--- config.mk ---
export PLATFORM = sky130hd
export DESIGN_NAME = active_list
export DESIGN_NICKNAME = d
export VERILOG_FILES = /design/src/source/active_list_pkg.sv /design/src/source/slot_encoder.sv /design/src/source/result_queue.sv /design/src/source/mapping_table.sv /design/src/source/active_list.sv
export VERILOG_INCLUDE_DIRS = /design/src /design/src/source
export SDC_FILE = /design/constraint.sdc
export NUM_CORES = 1
export LEC_CHECK = 0
export BUFFER_PORTS_ARGS = -buffer_cell sky130_fd_sc_hd__buf_2
export CORE_MARGIN = 4
export CORE_UTILIZATION = 49
export CTS_CLUSTER_DIAMETER = 150
export DETAILED_ROUTE_END_ITERATION = 16
export PLACE_DENSITY = 0.65
export SETUP_SLACK_MARGIN = 0.3
export SYNTH_ARGS = -nofsm -noshare
export SYNTH_HDL_FRONTEND = slang
export SYNTH_SLANG_ARGS = --single-unit
--- constraint.sdc ---
create_clock -name clk -period 5.5 [get_ports clk]
set_input_delay 0 -clock clk [delete_from_list [all_inputs] [get_ports clk]]
set_output_delay 0 -clock clk [all_outputs]
set_load 0.02 [all_outputs]
--- src/source/active_list_config.svh ---
`ifndef ACTIVE_LIST_CONFIG_SVH
`define ACTIVE_LIST_CONFIG_SVH

// Number of mapping entries in the active list, one per in-flight remapping
`define AL_DEPTH 32

// Result queue slots that hold write-back data until commit
`define DQ_DEPTH 8

`define DATA_WIDTH 32 // Width of a result word

// Logical and physical register addresses share this width
`define REG_WIDTH 6

`endif

--- src/source/active_list_pkg.sv ---
`include "active_list_config.svh"

package active_list_pkg;

  // Tag handed to an instruction, also the index into the mapping table
  typedef logic [$clog2(`AL_DEPTH)-1:0] al_index_t;

  typedef logic [$clog2(`DQ_DEPTH)-1:0] dq_index_t; // Result queue slot

  typedef logic [`REG_WIDTH-1:0] reg_addr_t; // Logical or physical register

  typedef logic [`DATA_WIDTH-1:0] data_t; // Result word

  // One remapping, sent in at allocation and sent back on a flush
  typedef struct packed {
    reg_addr_t logical;  // Architectural register that was renamed
    reg_addr_t physical; // Physical register it pointed to
  } map_pair_t;

  // Result coming back from an execution unit
  typedef struct packed {
    al_index_t tag;  // Active list entry that produced it
    data_t     data;
  } wb_result_t;

  // Write request toward the register file at commit
  typedef struct packed {
    reg_addr_t physical; // Destination register
    data_t     data;     // Value to write
  } commit_t;

endpackage

--- src/source/slot_encoder.sv ---
`timescale 1ns/10ps

module slot_encoder #(
  parameter int NUM_SLOTS = 8
) (
  input  logic [NUM_SLOTS-1:0]                                 slot_busy,
  output logic [((NUM_SLOTS > 1) ? $clog2(NUM_SLOTS) : 1)-1:0] free_slot,
  output logic                                                 all_busy
);

  // A single slot still needs a one bit index
  localparam int IDX_W = (NUM_SLOTS > 1) ? $clog2(NUM_SLOTS) : 1;

  // Scan from the top down so the lowest free slot is the last one to win
  always_comb begin
    free_slot = '0; // Slot zero when everything is busy, the caller checks all_busy
    for (int i = NUM_SLOTS - 1; i >= 0; i--) begin
      if (!slot_busy[i]) begin
        free_slot = IDX_W'(i);
      end
    end
  end

  // No free slot at all
  assign all_busy = &slot_busy;

endmodule

--- src/source/result_queue.sv ---
`timescale 1ns/10ps
`include "active_list_config.svh"

module result_queue (
  input  logic                       clk,
  input  logic                       rst_n,
  input  logic                       wb_write,    // Accepted write-back this cycle
  input  active_list_pkg::data_t     wb_data,     // Result to store
  input  active_list_pkg::dq_index_t commit_slot, // Slot of the head entry
  input  logic                       retire,      // Head entry leaves, free its slot
  input  logic                       queue_clear, // Flush start drops every result
  output active_list_pkg::dq_index_t write_slot,  // Slot taken by this write-back
  output active_list_pkg::data_t     commit_data, // Data for the committing entry
  output logic                       queue_full
);
  import active_list_pkg::*;

  data_t               slot_data [`DQ_DEPTH]; // Stored results
  logic [`DQ_DEPTH-1:0] slot_busy;             // Slot holds an uncommitted result
  logic [`DQ_DEPTH-1:0] busy_next;
  dq_index_t            free_slot;
  logic                 all_busy;

  // Lowest free slot gets the next result
  slot_encoder #(
    .NUM_SLOTS (`DQ_DEPTH)
  ) u_slot_encoder (
    .slot_busy (slot_busy),
    .free_slot (free_slot),
    .all_busy  (all_busy)
  );

  assign write_slot = free_slot;
  assign queue_full = all_busy; // Every slot waits for its entry to commit

  // Next busy mask
  // The committing slot is busy while the chosen write slot is free, so the
  // two updates never touch the same bit
  always_comb begin
    busy_next = slot_busy;
    if (retire) begin
      busy_next[commit_slot] = 1'b0;
    end
    if (wb_write) begin
      busy_next[free_slot] = 1'b1;
    end
    if (queue_clear) begin
      busy_next = '0; // A flush throws away every pending result
    end
  end

  always_ff @(posedge clk or negedge rst_n) begin
    if (!rst_n) begin
      slot_busy <= '0;
    end else begin
      slot_busy <= busy_next;
    end
  end

  // Result words themselves
  always_ff @(posedge clk) begin
    if (wb_write) begin
      slot_data[free_slot] <= wb_data;
    end
  end

  // The head entry's queue tag points straight at its result
  assign commit_data = slot_data[commit_slot];

endmodule

--- src/source/mapping_table.sv ---
`timescale 1ns/10ps
`include "active_list_config.svh"

module mapping_table (
  input  logic                        clk,
  input  logic                        rst_n,
  input  logic                        add_mapping,  // New remapping at the tail
  input  active_list_pkg::map_pair_t  alloc_pair,
  input  logic                        wb_valid,     // Result arrives from execution
  input  active_list_pkg::wb_result_t wb_result,
  input  active_list_pkg::dq_index_t  write_slot,   // Queue slot picked for that result
  input  active_list_pkg::data_t      commit_data,  // Result of the head entry
  input  logic                        commit_ack,   // Register file took the commit
  input  logic                        flush,
  input  logic                        queue_full,
  output active_list_pkg::al_index_t  alloc_tag,
  output logic                        wb_write,
  output active_list_pkg::dq_index_t  commit_slot,
  output logic                        retire,
  output logic                        queue_clear,
  output logic                        commit_valid,
  output active_list_pkg::commit_t    commit,
  output logic                        restore_valid,
  output active_list_pkg::map_pair_t  restore_pair,
  output logic                        flush_busy
);
  import active_list_pkg::*;

  // One extra bit so a completely full list is not mistaken for an empty one
  localparam int CNT_W = $clog2(`AL_DEPTH) + 1;

  typedef enum logic {
    FLUSH_IDLE, // Normal operation
    FLUSH_WALK  // Stepping the tail back and replaying pairs
  } flush_state_t;

  map_pair_t            pair_mem [`AL_DEPTH]; // Remapping per entry
  dq_index_t            qtag_mem [`AL_DEPTH]; // Where each entry's result sits
  logic [`AL_DEPTH-1:0] done;                 // Entry has its result in the queue
  al_index_t            head;                 // Oldest uncommitted entry
  al_index_t            tail;                 // Next free entry
  al_index_t            tail_prev;            // Newest entry, the one a flush replays next
  logic [CNT_W-1:0]     entry_count;          // Entries between head and tail
  logic [CNT_W-1:0]     count_next;
  flush_state_t         flush_state;
  logic                 alloc_accept;
  logic                 walk_step;
  logic                 list_empty;

  assign flush_busy = (flush_state == FLUSH_WALK);
  assign list_empty = (entry_count == '0);
  assign tail_prev  = tail - 1'b1; // Wraps around with a power of two depth

  // Strobes that arrive during a flush are dropped
  assign alloc_accept = add_mapping && !flush_busy;
  assign wb_write     = wb_valid && !flush_busy && !queue_full; // No slot means no write
  assign queue_clear  = flush && !flush_busy; // Only the first flush pulse counts

  // Tag for an instruction allocated this cycle
  assign alloc_tag = tail;

  // Head entry goes out once its result is back
  assign commit_valid    = !list_empty && !flush_busy && done[head];
  assign commit_slot     = qtag_mem[head];
  assign commit.physical = pair_mem[head].physical;
  assign commit.data     = commit_data;
  assign retire          = commit_ack && commit_valid; // Ack without a valid commit is ignored

  // Each walk cycle hands one discarded pair back, newest first
  assign walk_step     = flush_busy && !list_empty;
  assign restore_valid = walk_step;
  assign restore_pair  = pair_mem[tail_prev];

  // Occupancy
  // The walk never overlaps allocation or retire because both are blocked while busy
  always_comb begin
    count_next = entry_count;
    if (alloc_accept) begin
      count_next = count_next + 1'b1;
    end
    if (retire || walk_step) begin
      count_next = count_next - 1'b1;
    end
  end

  always_ff @(posedge clk or negedge rst_n) begin
    if (!rst_n) begin
      head        <= '0;
      tail        <= '0;
      entry_count <= '0;
      done        <= '0;
      flush_state <= FLUSH_IDLE;
    end else begin
      entry_count <= count_next;
      if (retire) begin
        head <= head + 1'b1; // Oldest entry leaves the list
      end
      if (walk_step) begin
        tail <= tail_prev;
      end else if (alloc_accept) begin
        tail <= tail + 1'b1;
      end
      if (alloc_accept) begin
        done[tail] <= 1'b0; // A fresh entry still waits for its result
      end
      if (wb_write) begin
        done[wb_result.tag] <= 1'b1;
      end
      case (flush_state)
        FLUSH_IDLE: begin
          if (flush) begin
            flush_state <= FLUSH_WALK;
          end
        end
        FLUSH_WALK: begin
          // Leave one cycle after the tail has met the head
          if (list_empty) begin
            flush_state <= FLUSH_IDLE;
          end
        end
        default: flush_state <= FLUSH_IDLE;
      endcase
    end
  end

  // Entry payload, valid only between head and tail
  always_ff @(posedge clk) begin
    if (alloc_accept) begin
      pair_mem[tail] <= alloc_pair;
    end
    if (wb_write) begin
      qtag_mem[wb_result.tag] <= write_slot; // Remember the slot for the commit lookup
    end
  end

endmodule

--- src/source/active_list.sv ---
`timescale 1ns/10ps

module active_list (
  input  logic                        clk,
  input  logic                        rst_n,
  input  logic                        add_mapping,   // Rename stage remapped a register
  input  active_list_pkg::map_pair_t  alloc_pair,
  output active_list_pkg::al_index_t  alloc_tag,     // Tag of the entry added this cycle
  input  logic                        wb_valid,
  input  active_list_pkg::wb_result_t wb_result,
  input  logic                        commit_ack,    // Register file wrote the commit
  input  logic                        flush,
  output logic                        commit_valid,
  output active_list_pkg::commit_t    commit,
  output logic                        restore_valid, // Pair going back to the map table
  output active_list_pkg::map_pair_t  restore_pair,
  output logic                        flush_busy,
  output logic                        dq_full        // Hold off write-backs while high
);
  import active_list_pkg::*;

  logic      wb_write;
  logic      retire;
  logic      queue_clear;
  dq_index_t write_slot;
  dq_index_t commit_slot;
  data_t     commit_data;

  // In-order list of mappings, commit and flush control
  mapping_table u_mapping_table (
    .clk           (clk),
    .rst_n         (rst_n),
    .add_mapping   (add_mapping),
    .alloc_pair    (alloc_pair),
    .wb_valid      (wb_valid),
    .wb_result     (wb_result),
    .write_slot    (write_slot),
    .commit_data   (commit_data),
    .commit_ack    (commit_ack),
    .flush         (flush),
    .queue_full    (dq_full),
    .alloc_tag     (alloc_tag),
    .wb_write      (wb_write),
    .commit_slot   (commit_slot),
    .retire        (retire),
    .queue_clear   (queue_clear),
    .commit_valid  (commit_valid),
    .commit        (commit),
    .restore_valid (restore_valid),
    .restore_pair  (restore_pair),
    .flush_busy    (flush_busy)
  );

  // Results wait here until their entry commits
  result_queue u_result_queue (
    .clk         (clk),
    .rst_n       (rst_n),
    .wb_write    (wb_write),
    .wb_data     (wb_result.data),
    .commit_slot (commit_slot),
    .retire      (retire),
    .queue_clear (queue_clear),
    .write_slot  (write_slot),
    .commit_data (commit_data),
    .queue_full  (dq_full)
  );

endmodule

# ---- Word level (Yosys, flattened, before mapping)
# Memory sizes are Yosys's and may differ from the RTL's.
# Index checks and enable logic that the tools add are counted.
dict set report word_totals {
  wordCells 83
  ram_bits 736
  ff_bits 57
  latch_bits 0
  mem_count 3
  output_inout_bits 59
  rom_bits 0
}
dict set report op_classes {
  bitwise_logic 7
  mux 34
  div_mod_pow 0
  n_eq_ne 0
  multipliers 0
  reduce_logical 19
  n_lt_le_gt_ge 9
  n_shift 0
  n_addsub 5
}
# memory depth width read_ports rd_clocked_by_memory_dff wr line
set memory_table {}
lappend memory_table {u_mapping_table.pair_mem 32 12 2 0 1 mapping_table.sv:37} ;# map_pair_t pair_mem [`AL_DEPTH];
lappend memory_table {u_result_queue.slot_data 8 32 1 0 1 result_queue.sv:18} ;# data_t slot_data [`DQ_DEPTH];
lappend memory_table {u_mapping_table.qtag_mem 32 3 1 0 1 mapping_table.sv:38} ;# dq_index_t qtag_mem [`AL_DEPTH];
# cell n
set ops {}
lappend ops {{$mux W32} 2}
lappend ops {{$and A32 B32 Y32} 1}
lappend ops {{$not A32 Y32} 1}
lappend ops {{$or A32 B32 Y32} 1}
lappend ops {{$mux W3} 8}
lappend ops {{$mux W8} 3}
lappend ops {{$lt A5 B6 Y1 const B} 3}
lappend ops {{$logic_and A1 B1 Y1} 12}
lappend ops {{$mux W6} 2}
lappend ops {{$mux W1} 11}
lappend ops {{$add A5 B1 Y5 const B} 2}
lappend ops {{$demux W1 S5} 2}
lappend ops {{$ge A5 B1 Y1 const B} 2}
lappend ops {{$mux W5} 2}
lappend ops {{$and A8 B8 Y8} 1}
lappend ops {{$lt A3 B4 Y1 const B} 2}
lappend ops {{$not A8 Y8} 1}
lappend ops {{$or A8 B8 Y8} 1}
lappend ops {{$reduce_and A8 Y1} 1}
lappend ops {{$add A6 B1 Y6 const B} 1}
lappend ops {{$demux W1 S3} 2}
lappend ops {{$ge A3 B1 Y1 const B} 2}
lappend ops {{$logic_not A6 Y1} 1}
lappend ops {{$sub A6 B1 Y6 const B} 1}
lappend ops {{7 further kinds} 9}

# ---- Longest topological paths before layout
# Gate-level depths: netlist of run 1.
dict set report logic_depth {
  depth_word 15
  depth_mapped 14
}

# ---- By module
# From an unflattened synthesis of run 1, not the netlist that was laid out.
dict set report unflattened {
  cells_unflattened 1581
  hier_area_um2 32954.1
}
# module area_per_inst_um2 cells_per_inst seq_area_each_um2 instances
set by_module_without_submodules {}
lappend by_module_without_submodules {mapping_table 22865.7 1150 15640.0 1}
lappend by_module_without_submodules {result_queue 10013.4 418 7887.6 1}
lappend by_module_without_submodules {slot_encoder 75.1 13 0.0 1}

# ---- Worst setup path after synthesis of run 1
# Ideal clock, no wire load.
dict set report synth_path {
  path_type {reg-to-reg}
  from {register u_mapping_table.flush_state (netlist: u_mapping_table.flush_busy)}
  to {register u_result_queue.slot_busy[3]}
  period_less_slack_ns 4.760
  path_slack_ns 0.740
  t_required_ns 5.421
  path_stages_with_launch 4
  t_arrival_ns 4.681
  cell_sequence {dfrtp_1 nand2b_1 nor4b_1 o21ba_2}
}
dict set report synth_via {
  elab_chain_cells 8
  word_cells_on_any_way 11
}
# element line
set synth_lines {}
lappend synth_lines {{from (decl)} mapping_table.sv:45} ;# flush_state_t flush_state;
lappend synth_lines {{from (signal assigned)} mapping_table.sv:92} ;# flush_state <= FLUSH_IDLE;
lappend synth_lines {{from (signal assigned)} mapping_table.sv:112} ;# flush_state <= FLUSH_WALK;
lappend synth_lines {{from (signal assigned)} mapping_table.sv:118} ;# flush_state <= FLUSH_IDLE;
lappend synth_lines {{$logic_not A1 Y1 (*)} {mapping_table.sv:56, mapping_table.sv:57, mapping_table.sv:63}}
lappend synth_lines {{$logic_and A1 B1 Y1 (2 in series)} mapping_table.sv:63} ;# assign commit_valid = !list_empty && !flush_busy && done[head];
lappend synth_lines {{$logic_and A1 B1 Y1} mapping_table.sv:67} ;# assign retire = commit_ack && commit_valid;
lappend synth_lines {{$mux W8} result_queue.sv:41} ;# if (retire) begin
lappend synth_lines {{$or A8 B8 Y8 (no source line)} --}
lappend synth_lines {{$mux W8} result_queue.sv:44} ;# if (wb_write) begin
lappend synth_lines {{$mux W8 (*)} result_queue.sv:47} ;# if (queue_clear) begin
lappend synth_lines {{named net u_result_queue.busy_next[3]} result_queue.sv:20} ;# logic [`DQ_DEPTH-1:0] busy_next;
lappend synth_lines {{to (signal assigned)} result_queue.sv:56} ;# slot_busy <= busy_next;
lappend synth_lines {{to (decl)} result_queue.sv:19} ;# logic [`DQ_DEPTH-1:0] slot_busy;
# Mark *: on every way through the listed nets, which the timed path passes. The rest lies on a longest branch.
# A chain may end at the register's enable or synchronous reset.

==> flow_metrics.env, run 1 <==
export IMPL_status="completed"
export IMPL_syn_area_per_cell_sq_um=19.0
export IMPL_final_cells=2860
export IMPL_port_buffer_count=113
export IMPL_tightest_slew_ps=1200
export IMPL_place_inst=2654
export IMPL_seq_area_frac_synth_pct=72.1
export IMPL_maxCapViolations=0
export IMPL_final_cell_area_sq_mm=0.0375
export IMPL_clkTransAtPathRegs_ps=60
export IMPL_postLayoutCoreUtil_pct=56.9
export IMPL_antenna_found_initial=4
export IMPL_setup_viol=0
export IMPL_whs_path_depth=3
export IMPL_cts_path_max_buffers=3
export IMPL_cts_tree="yes"
export IMPL_fin_skew_ps=22.0
export IMPL_maxSlewViolCount=0
export IMPL_slew_headroom_pct=19.8
export IMPL_grtUsageTotal_pct=21.5
export IMPL_ios=114
export IMPL_crit_slowest_cell="dfrtp_4"
export IMPL_grt_pass1_vias=18100
export IMPL_path_cells="mux4_2 > a22o_1 > a211oi_1 > a41o_4 > buf_4 > or2_1 > nor2_1 > buf_4 > a222oi_1 > nand3_1 > buf_2"
export IMPL_yosysWarningCount=0
export IMPL_die_w_microns=266
export IMPL_synth_edff_count=736
export IMPL_cts_num_sinks=793
export IMPL_synth_main_ff_cell="edfxtp_1"
export IMPL_ant_nets=0
export IMPL_dp_hpwl_mm=44.9
export IMPL_arrival_ps=4510
export IMPL_fin_nets=1991
export IMPL_finalCritPeriodShare_pct=82.0
export IMPL_dieHeight_microns=266
export IMPL_powerDensity_mw_per_mm2=490
export IMPL_max_vdd_ir_drop_mv=0.433
export IMPL_cp_start_kind="register"
export IMPL_routed_via_density=6.17
export IMPL_min_period_ps=4510
export IMPL_placed_area_sq_mm=0.0344
export IMPL_area_growth_syn_to_layout_pct=14.8
export IMPL_htreeDepth=3
export IMPL_max_stage_delay_ps=800
export IMPL_post_cts_buffers=0
export IMPL_root_buffer="clkbuf_16"
export IMPL_synth_distinct_cells=66
export IMPL_grt_overflow=0
export IMPL_rows=94
export IMPL_core_area_sq_mm=0.0659
export IMPL_synth_area_sq_mm=0.0327
export IMPL_required_ps=5500
export IMPL_cts_buffers=82
export IMPL_ff2ff_path_depth=10
export IMPL_critPathMostFrequentCell="buf_4"
export IMPL_wl_per_cell_microns=26.7
export IMPL_syn_instance_count=1715
export IMPL_synthArstFlopShare_pct=7.19
export IMPL_dieArea_sq_mm=0.0708
export IMPL_synthesis_nets=1778
export IMPL_vias=17600
export IMPL_p_leak_uw=0.0123
export IMPL_clock_latency_ps=640
export IMPL_hold_class="in -> reg"
export IMPL_report_power_total_uw=18400
export IMPL_drtIter0Drc=1898
export IMPL_first_pass_iters=5
export IMPL_synth_area_leaders="edfxtp_1 68%, mux4_2 14%, dfrtp_1 4.4%"
export IMPL_criticalPathCategory="reg -> out"
export IMPL_grt_max_degree=105
export IMPL_grt_pass1_wl_mm=114
export IMPL_drive_above_1_share_pct=28.1
export IMPL_setup_tns_final_ps=0
export IMPL_synth_top_area_share_pct=67.7
export IMPL_cp_end_kind="output pin"
export IMPL_ys_ff_latch=793
export IMPL_yosysTopAreaCell="edfxtp_1"
export IMPL_hold_viol=0
export IMPL_wl_mm=76.3
export IMPL_cp_max_fo=33
export IMPL_rsz0062_at_grt="no"
export IMPL_gp_congestion=0.803
export IMPL_timing_fmax_mhz=222
export IMPL_initial_core_util_pct=49.6
export IMPL_remaining_drc_errors=0
==> placed cells by master (no fill, tap or decap), types with 22 or more instances in the layout <==
master	count
a22oi_1	40
buf_2	113
buf_4	60
clkbuf_1	24
clkbuf_16	83
dfrtp_1	53
dlygate4sd3_1	54
edfxtp_1	736
mux2_2	45
mux2i_1	53
mux4_2	201
nand2_1	62
nand3_1	45
nor2_1	82
o211ai_1	22
o21ai_0	78
==> layout make-up <==
cell class	count	area [sq um]
fillers	4952	28400
flip-flops and latches	793	23500
multi-input cells	803	8680
clock buffers	107	2170
repair buffers	229	1600
well taps	864	1080
clock inverters	44	337
inverters	19	71.3
diodes	1	2.50
==> flip-flops by register name, summed over array words and instances (netlist names) <==
signal / count
u_mapping_table.done: 32
u_mapping_table.flush_busy: 1
u_result_queue.slot_busy: 8
u_mapping_table.alloc_tag: 5
u_mapping_table.pair_mem: 384
u_mapping_table.qtag_mem: 96
u_mapping_table.head: 5
u_result_queue.slot_data: 256
u_mapping_table.entry_count: 6
==> critical path: cells and delay by family, from the launching register on <==
kind / cells / cell delay (ps)
AOI/OAI and AO/OA: 4 / 1210
buffers and inverters: 3 / 810
DFF: 1 / 800
muxes: 1 / 580
and+or+nand+nor: 3 / 430
==> metal layers <==
layer | up-vias | track usage (%) | share of wire, %
met3 | 103 | 4.38 | 7.9
met1 | 9327 | 29.7 | 40
met2 | 698 | 35.6 | 50
met5 | - | 0 | 0.017
li1 | 7513 | - | -
met4 | 2 | 5.89 | 1.9
==> timing repair <==
action                                 in CTS  in global routing
gates resized for setup                     0                  0
endpoints found under the hold margin     730                  0
hold buffers                               54                  0
==> cells by family (layout without fill, tap and decap cells) <==
logic type               Yosys count  after routing  synth area share, %
other                              0              1                    0
flip-flops                       793            793                 72.1
AND/OR/NAND/NOR                  252            252                 3.64
adder cells (fa/ha/maj)            8              8                0.307
buffers and inverters            119            399                 1.63
XOR/XNOR                          17             17                0.456
AO/OA/AOI/OAI                    227            227                 4.87
multiplexers                     299            299                 17.0
==> cells in the mapped netlist (10+ instances only) <==
library cell and count:
a22oi_1 40, a222oi_1 10, mux2_2 45, dfrtp_1 57, buf_2 20, nand2_1 62, buf_1 17, mux4_2 201
nand3_1 45, a22o_1 12, xnor2_1 16, a32oi_1 17, o21ai_0 78, o211ai_1 22, inv_1 18, a21oi_1 12
clkbuf_1 51, edfxtp_1 736, nor2b_1 12, mux2i_1 53, nor2_1 84
==> power breakdown <==
group          internal (uW)  switching (uW)
Clock                   2900            2280
Sequential              6910             250
Combinational           2680            3340
==> path summary, 6_finish.rpt <==
| kind | slack [ps] | endpoint | start |
|---|---|---|---|
| min | 60 | u_mapping_table.done[28] | wb_result[33] |
| max | 990 | commit[6] | u_mapping_table.head[0] |
| min in group asynchronous | 70 | u_mapping_table.entry_count[5] | rst_n |
| max in group asynchronous | 4830 | u_mapping_table.alloc_tag[0] | rst_n |
| max reg2reg | 1420 | u_result_queue.slot_busy[0] | u_mapping_table.head[0] |
| min reg2reg | 480 | u_mapping_table.done[15] | u_mapping_table.done[15] |
==> metrics by stage <==
step	hold WS, ps	worst slack [ps]
2_1_floorplan	-296	740
6_report	58.6	990
3_3_place_gp	200	1710
5_1_grt	65.5	733
4_1_cts	22.3	990
3_5_place_dp	210	1690
No activity file was read; power rests on OpenSTA's default activity.
==> inputs of run 2 (changes only) <==
- ABC_AREA: unset -> 1
- clock period: 5.5 -> 4.65 ns (I/O delays scaled with it)
==> run 2 against run 1 <==
Net effect:
- core utilization fell by 0.30 points
- largest cell class unchanged
- via count rose by 44%
- area after synthesis grew 5.5%
- worst hold slack lost 31 ps
- largest power group unchanged
- final area is 4.5% higher
==> flow_metrics.env, run 2 <==
export IMPL_status="completed"
export IMPL_crit_family="buffers and inverters"
export IMPL_vias=25400
export IMPL_synth_area_leaders="edfxtp_1 64%, nand2_1 7.2%, o21ai_0 5.1%"
export IMPL_port_buffer_count=113
export IMPL_synth_main_ff_cell="edfxtp_1"
export IMPL_largest_reg_flops=384
export IMPL_antenna_found_initial=0
export IMPL_fin_ws_ps=495
export IMPL_drtIter0Drc=3070
export IMPL_clkTransAtPathRegs_ps=60
export IMPL_critPathMostFrequentCell="nand2_1"
export IMPL_cp_max_fo=58
export IMPL_yosysWarningCount=0
export IMPL_dp_hpwl_mm=53.3
export IMPL_ant_nets=0
export IMPL_htreeDepth=3
export IMPL_cp_end_kind="output pin"
export IMPL_syn_instance_count=3164
export IMPL_area_growth_syn_to_layout_pct=13.7
export IMPL_cts_path_max_buffers=3
export IMPL_tightest_slew_ps=1310
export IMPL_regMostFlops="u_mapping_table.pair_mem"
export IMPL_max_vdd_ir_drop_mv=0.340
export IMPL_reg_top3="u_mapping_table.pair_mem x384, u_result_queue.slot_data x256, u_mapping_table.qtag_mem x96"
export IMPL_maxSlewViolCount=0
export IMPL_path_cells="inv_1 > nand2_1 > nor2_1 > nand2_1 > nand2_4 > buf_4 > inv_2 > nor2_4 > buf_12 > nand3_1 > nand2_1 > nor2_1 > nand2_1 > buf_2"
export IMPL_route_met3_wl_mm=8.27
export IMPL_ys_ff_latch=793
export IMPL_fin_skew_ps=29.4
export IMPL_die_w_microns=273
export IMPL_place_inst=4080
export IMPL_crit_slowest_cell="inv_1"
export IMPL_antennaDiodeCount=0
export IMPL_timing_fmax_mhz=241
export IMPL_powerDensity_mw_per_mm2=421
export IMPL_grtUsageTotal_pct=25.0
export IMPL_wl_mm=95.1
export IMPL_synth_distinct_cells=37
export IMPL_synth_common_cells="736 x edfxtp_1, 661 x nand2_1, 354 x o21ai_0, 312 x nor2_1, 309 x nand3_1"
export IMPL_final_cells=4285
export IMPL_critPathBufInv=5
export IMPL_synth_most_common_cell="edfxtp_1"
export IMPL_synthesis_nets=3227
export IMPL_first_pass_iters=6
export IMPL_ff2ff_path_depth=10
export IMPL_final_cell_area_sq_mm=0.0392
export IMPL_setup_tns_final_ps=0
export IMPL_grt_pass1_vias=24700
export IMPL_placed_area_sq_mm=0.0360
export IMPL_cts_tree="yes"
export IMPL_crit_cells=14
export IMPL_ios=114
export IMPL_layout_common_cells="736 x edfxtp_1, 661 x nand2_1, 354 x o21ai_0, 309 x nand3_1, 297 x nor2_1"
export IMPL_grt_pass1_wl_mm=144
export IMPL_arrival_ps=4160
export IMPL_finalCritPeriodShare_pct=89.4
export IMPL_maxCapViolations=0
export IMPL_hold_viol=0
export IMPL_multiInputGateArea_sq_mm=0.00936
export IMPL_setup_viol=0
export IMPL_met1_length_mm=37.5
export IMPL_wl_per_cell_microns=22.2
export IMPL_seq_area_sq_mm=0.0235
export IMPL_preCtsSetupSlack_ps=998
export IMPL_synth_top_area_share_pct=64.1
export IMPL_final_common_cell="edfxtp_1"
export IMPL_cp_start_kind="register"
export IMPL_wl_met2_mm=44.8
export IMPL_clock_latency_ps=650
export IMPL_root_buffer="clkbuf_16"
export IMPL_initial_core_util_pct=49.8
export IMPL_seq_area_frac_synth_pct=68.3
export IMPL_yosysTopAreaCell="edfxtp_1"
export IMPL_seqPwrFrac_pct=47.9
export IMPL_grt_max_degree=246
export IMPL_grt_overflow=0
export IMPL_slew_headroom_pct=12.6
export IMPL_max_stage_delay_ps=650
export IMPL_syn_area_per_cell_sq_um=10.9
export IMPL_p_switching_uw=4380
export IMPL_synth_area_sq_mm=0.0345
export IMPL_rows=96
export IMPL_synth_edff_count=736
export IMPL_power_frac_comb_pct=13.4
export IMPL_highest_layer="met4"
export IMPL_drive_above_1_share_pct=10.3
export IMPL_p_int_uw=12100
export IMPL_min_period_ps=4160
export IMPL_nFillCells=5681
export IMPL_cts_num_sinks=793
export IMPL_gp_congestion=0.854
export IMPL_cts_buffers=82
export IMPL_netSwitchingFraction_pct=26.6
export IMPL_remaining_drc_errors=0
export IMPL_fin_nets=3354
export IMPL_required_ps=4650
export IMPL_power_share_clock_pct=38.8
export IMPL_dieHeight_microns=273
export IMPL_core_area_sq_mm=0.0692
export IMPL_hold_class="in -> async"
export IMPL_rsz0062_at_grt="no"
export IMPL_p_leak_uw=0.0147
export IMPL_dieArea_sq_mm=0.0746
export IMPL_criticalPathCategory="reg -> out"
export IMPL_synthArstFlopShare_pct=7.19
export IMPL_routed_via_density=5.92
## run 2: worst reg2reg max path, cell delays in order (launching register included)
cell     delay (ps)
dfrtp_4         600
inv_4           430
buf_4           650
o21ai_0         240
nand3_1         140
nand3_1         100
nand2_1         120
nand4_1         310
nand2_1         350
nand2_1         120
xnor2_1         150
## run 2: cell type report
cell class / count / share of cell area [%]
clock inverter: 43 / 1.06
timing repair buffer: 244 / 4.59
clock buffer: 104 / 5.56
tap: 931 / 2.97
sequential: 793 / 60.1
multi-input combinational: 1985 / 23.9
inverter: 185 / 1.81
## run 2: repair_timing
action,in CTS,in global routing
setup endpoints to repair,0,33
buffers inserted,0,3
gates resized for setup,0,3
endpoints found under the hold margin,737,0
hold buffers,55,0
## run 2: routing by layer
layer | up-vias | track usage [%]
li1 | 11400 | -
met1 | 12400 | 33.2
met2 | 1319 | 40.7
met3 | 274 | 4.34
met4 | 0 | 11.1
met5 | - | 0
## run 2: kinds of logic (layout without fill, tap and decap cells)
logic type               count (synthesis)  in the layout  synth area share (%)
AO/OA/AOI/OAI                          647            647                  10.4
buffers and inverters                  386            576                  4.82
multiplexers                             6              6                 0.196
AND/OR/NAND/NOR                       1306           1306                  15.6
flip-flops                             793            793                  68.3
XOR/XNOR                                18             18                 0.479
adder cells (fa/ha/maj)                  8              8                 0.291
## run 2: path summary, 6_finish.rpt
path / startpoint / end / slack, ps
setup / recovery: u_mapping_table.head[4] / commit[14] / 490
hold / removal: rst_n / u_mapping_table.entry_count[5] / 30
setup reg to reg: u_mapping_table.head[0] / u_mapping_table.entry_count[5] / 1320
hold reg to reg: u_mapping_table.done[28] / u_mapping_table.done[28] / 520
max in group asynchronous: rst_n / u_mapping_table.head[1] / 4010
min in group clk: wb_result[25] / u_result_queue.slot_data[2][25] / 170
## run 2: stage by stage
stage / power [uW] / hold slack, ps / util [%]
after global routing: 17100 / 104 / 56.6
after detailed placement: 10200 / 194 / 52.0
after CTS: 16500 / 57.0 / 56.5
final: 16500 / 27.2 / 56.6
after floorplan: 9350 / -296 / -
after global placement: 10100 / 176 / 52.0
## run 2: power by group through the flow
| stage | clock, uW | sequential [uW] | combinational [uW] |
|---|---|---|---|
| floorplan | 0 | 8020 | 1330 |
| CTS | 6480 | 7900 | 2170 |
| finish | 6390 | 7890 | 2200 |
| detailed placement | 0 | 8050 | 2130 |
| global route | 6770 | 7890 | 2400 |
| global placement | 0 | 8050 | 2080 |
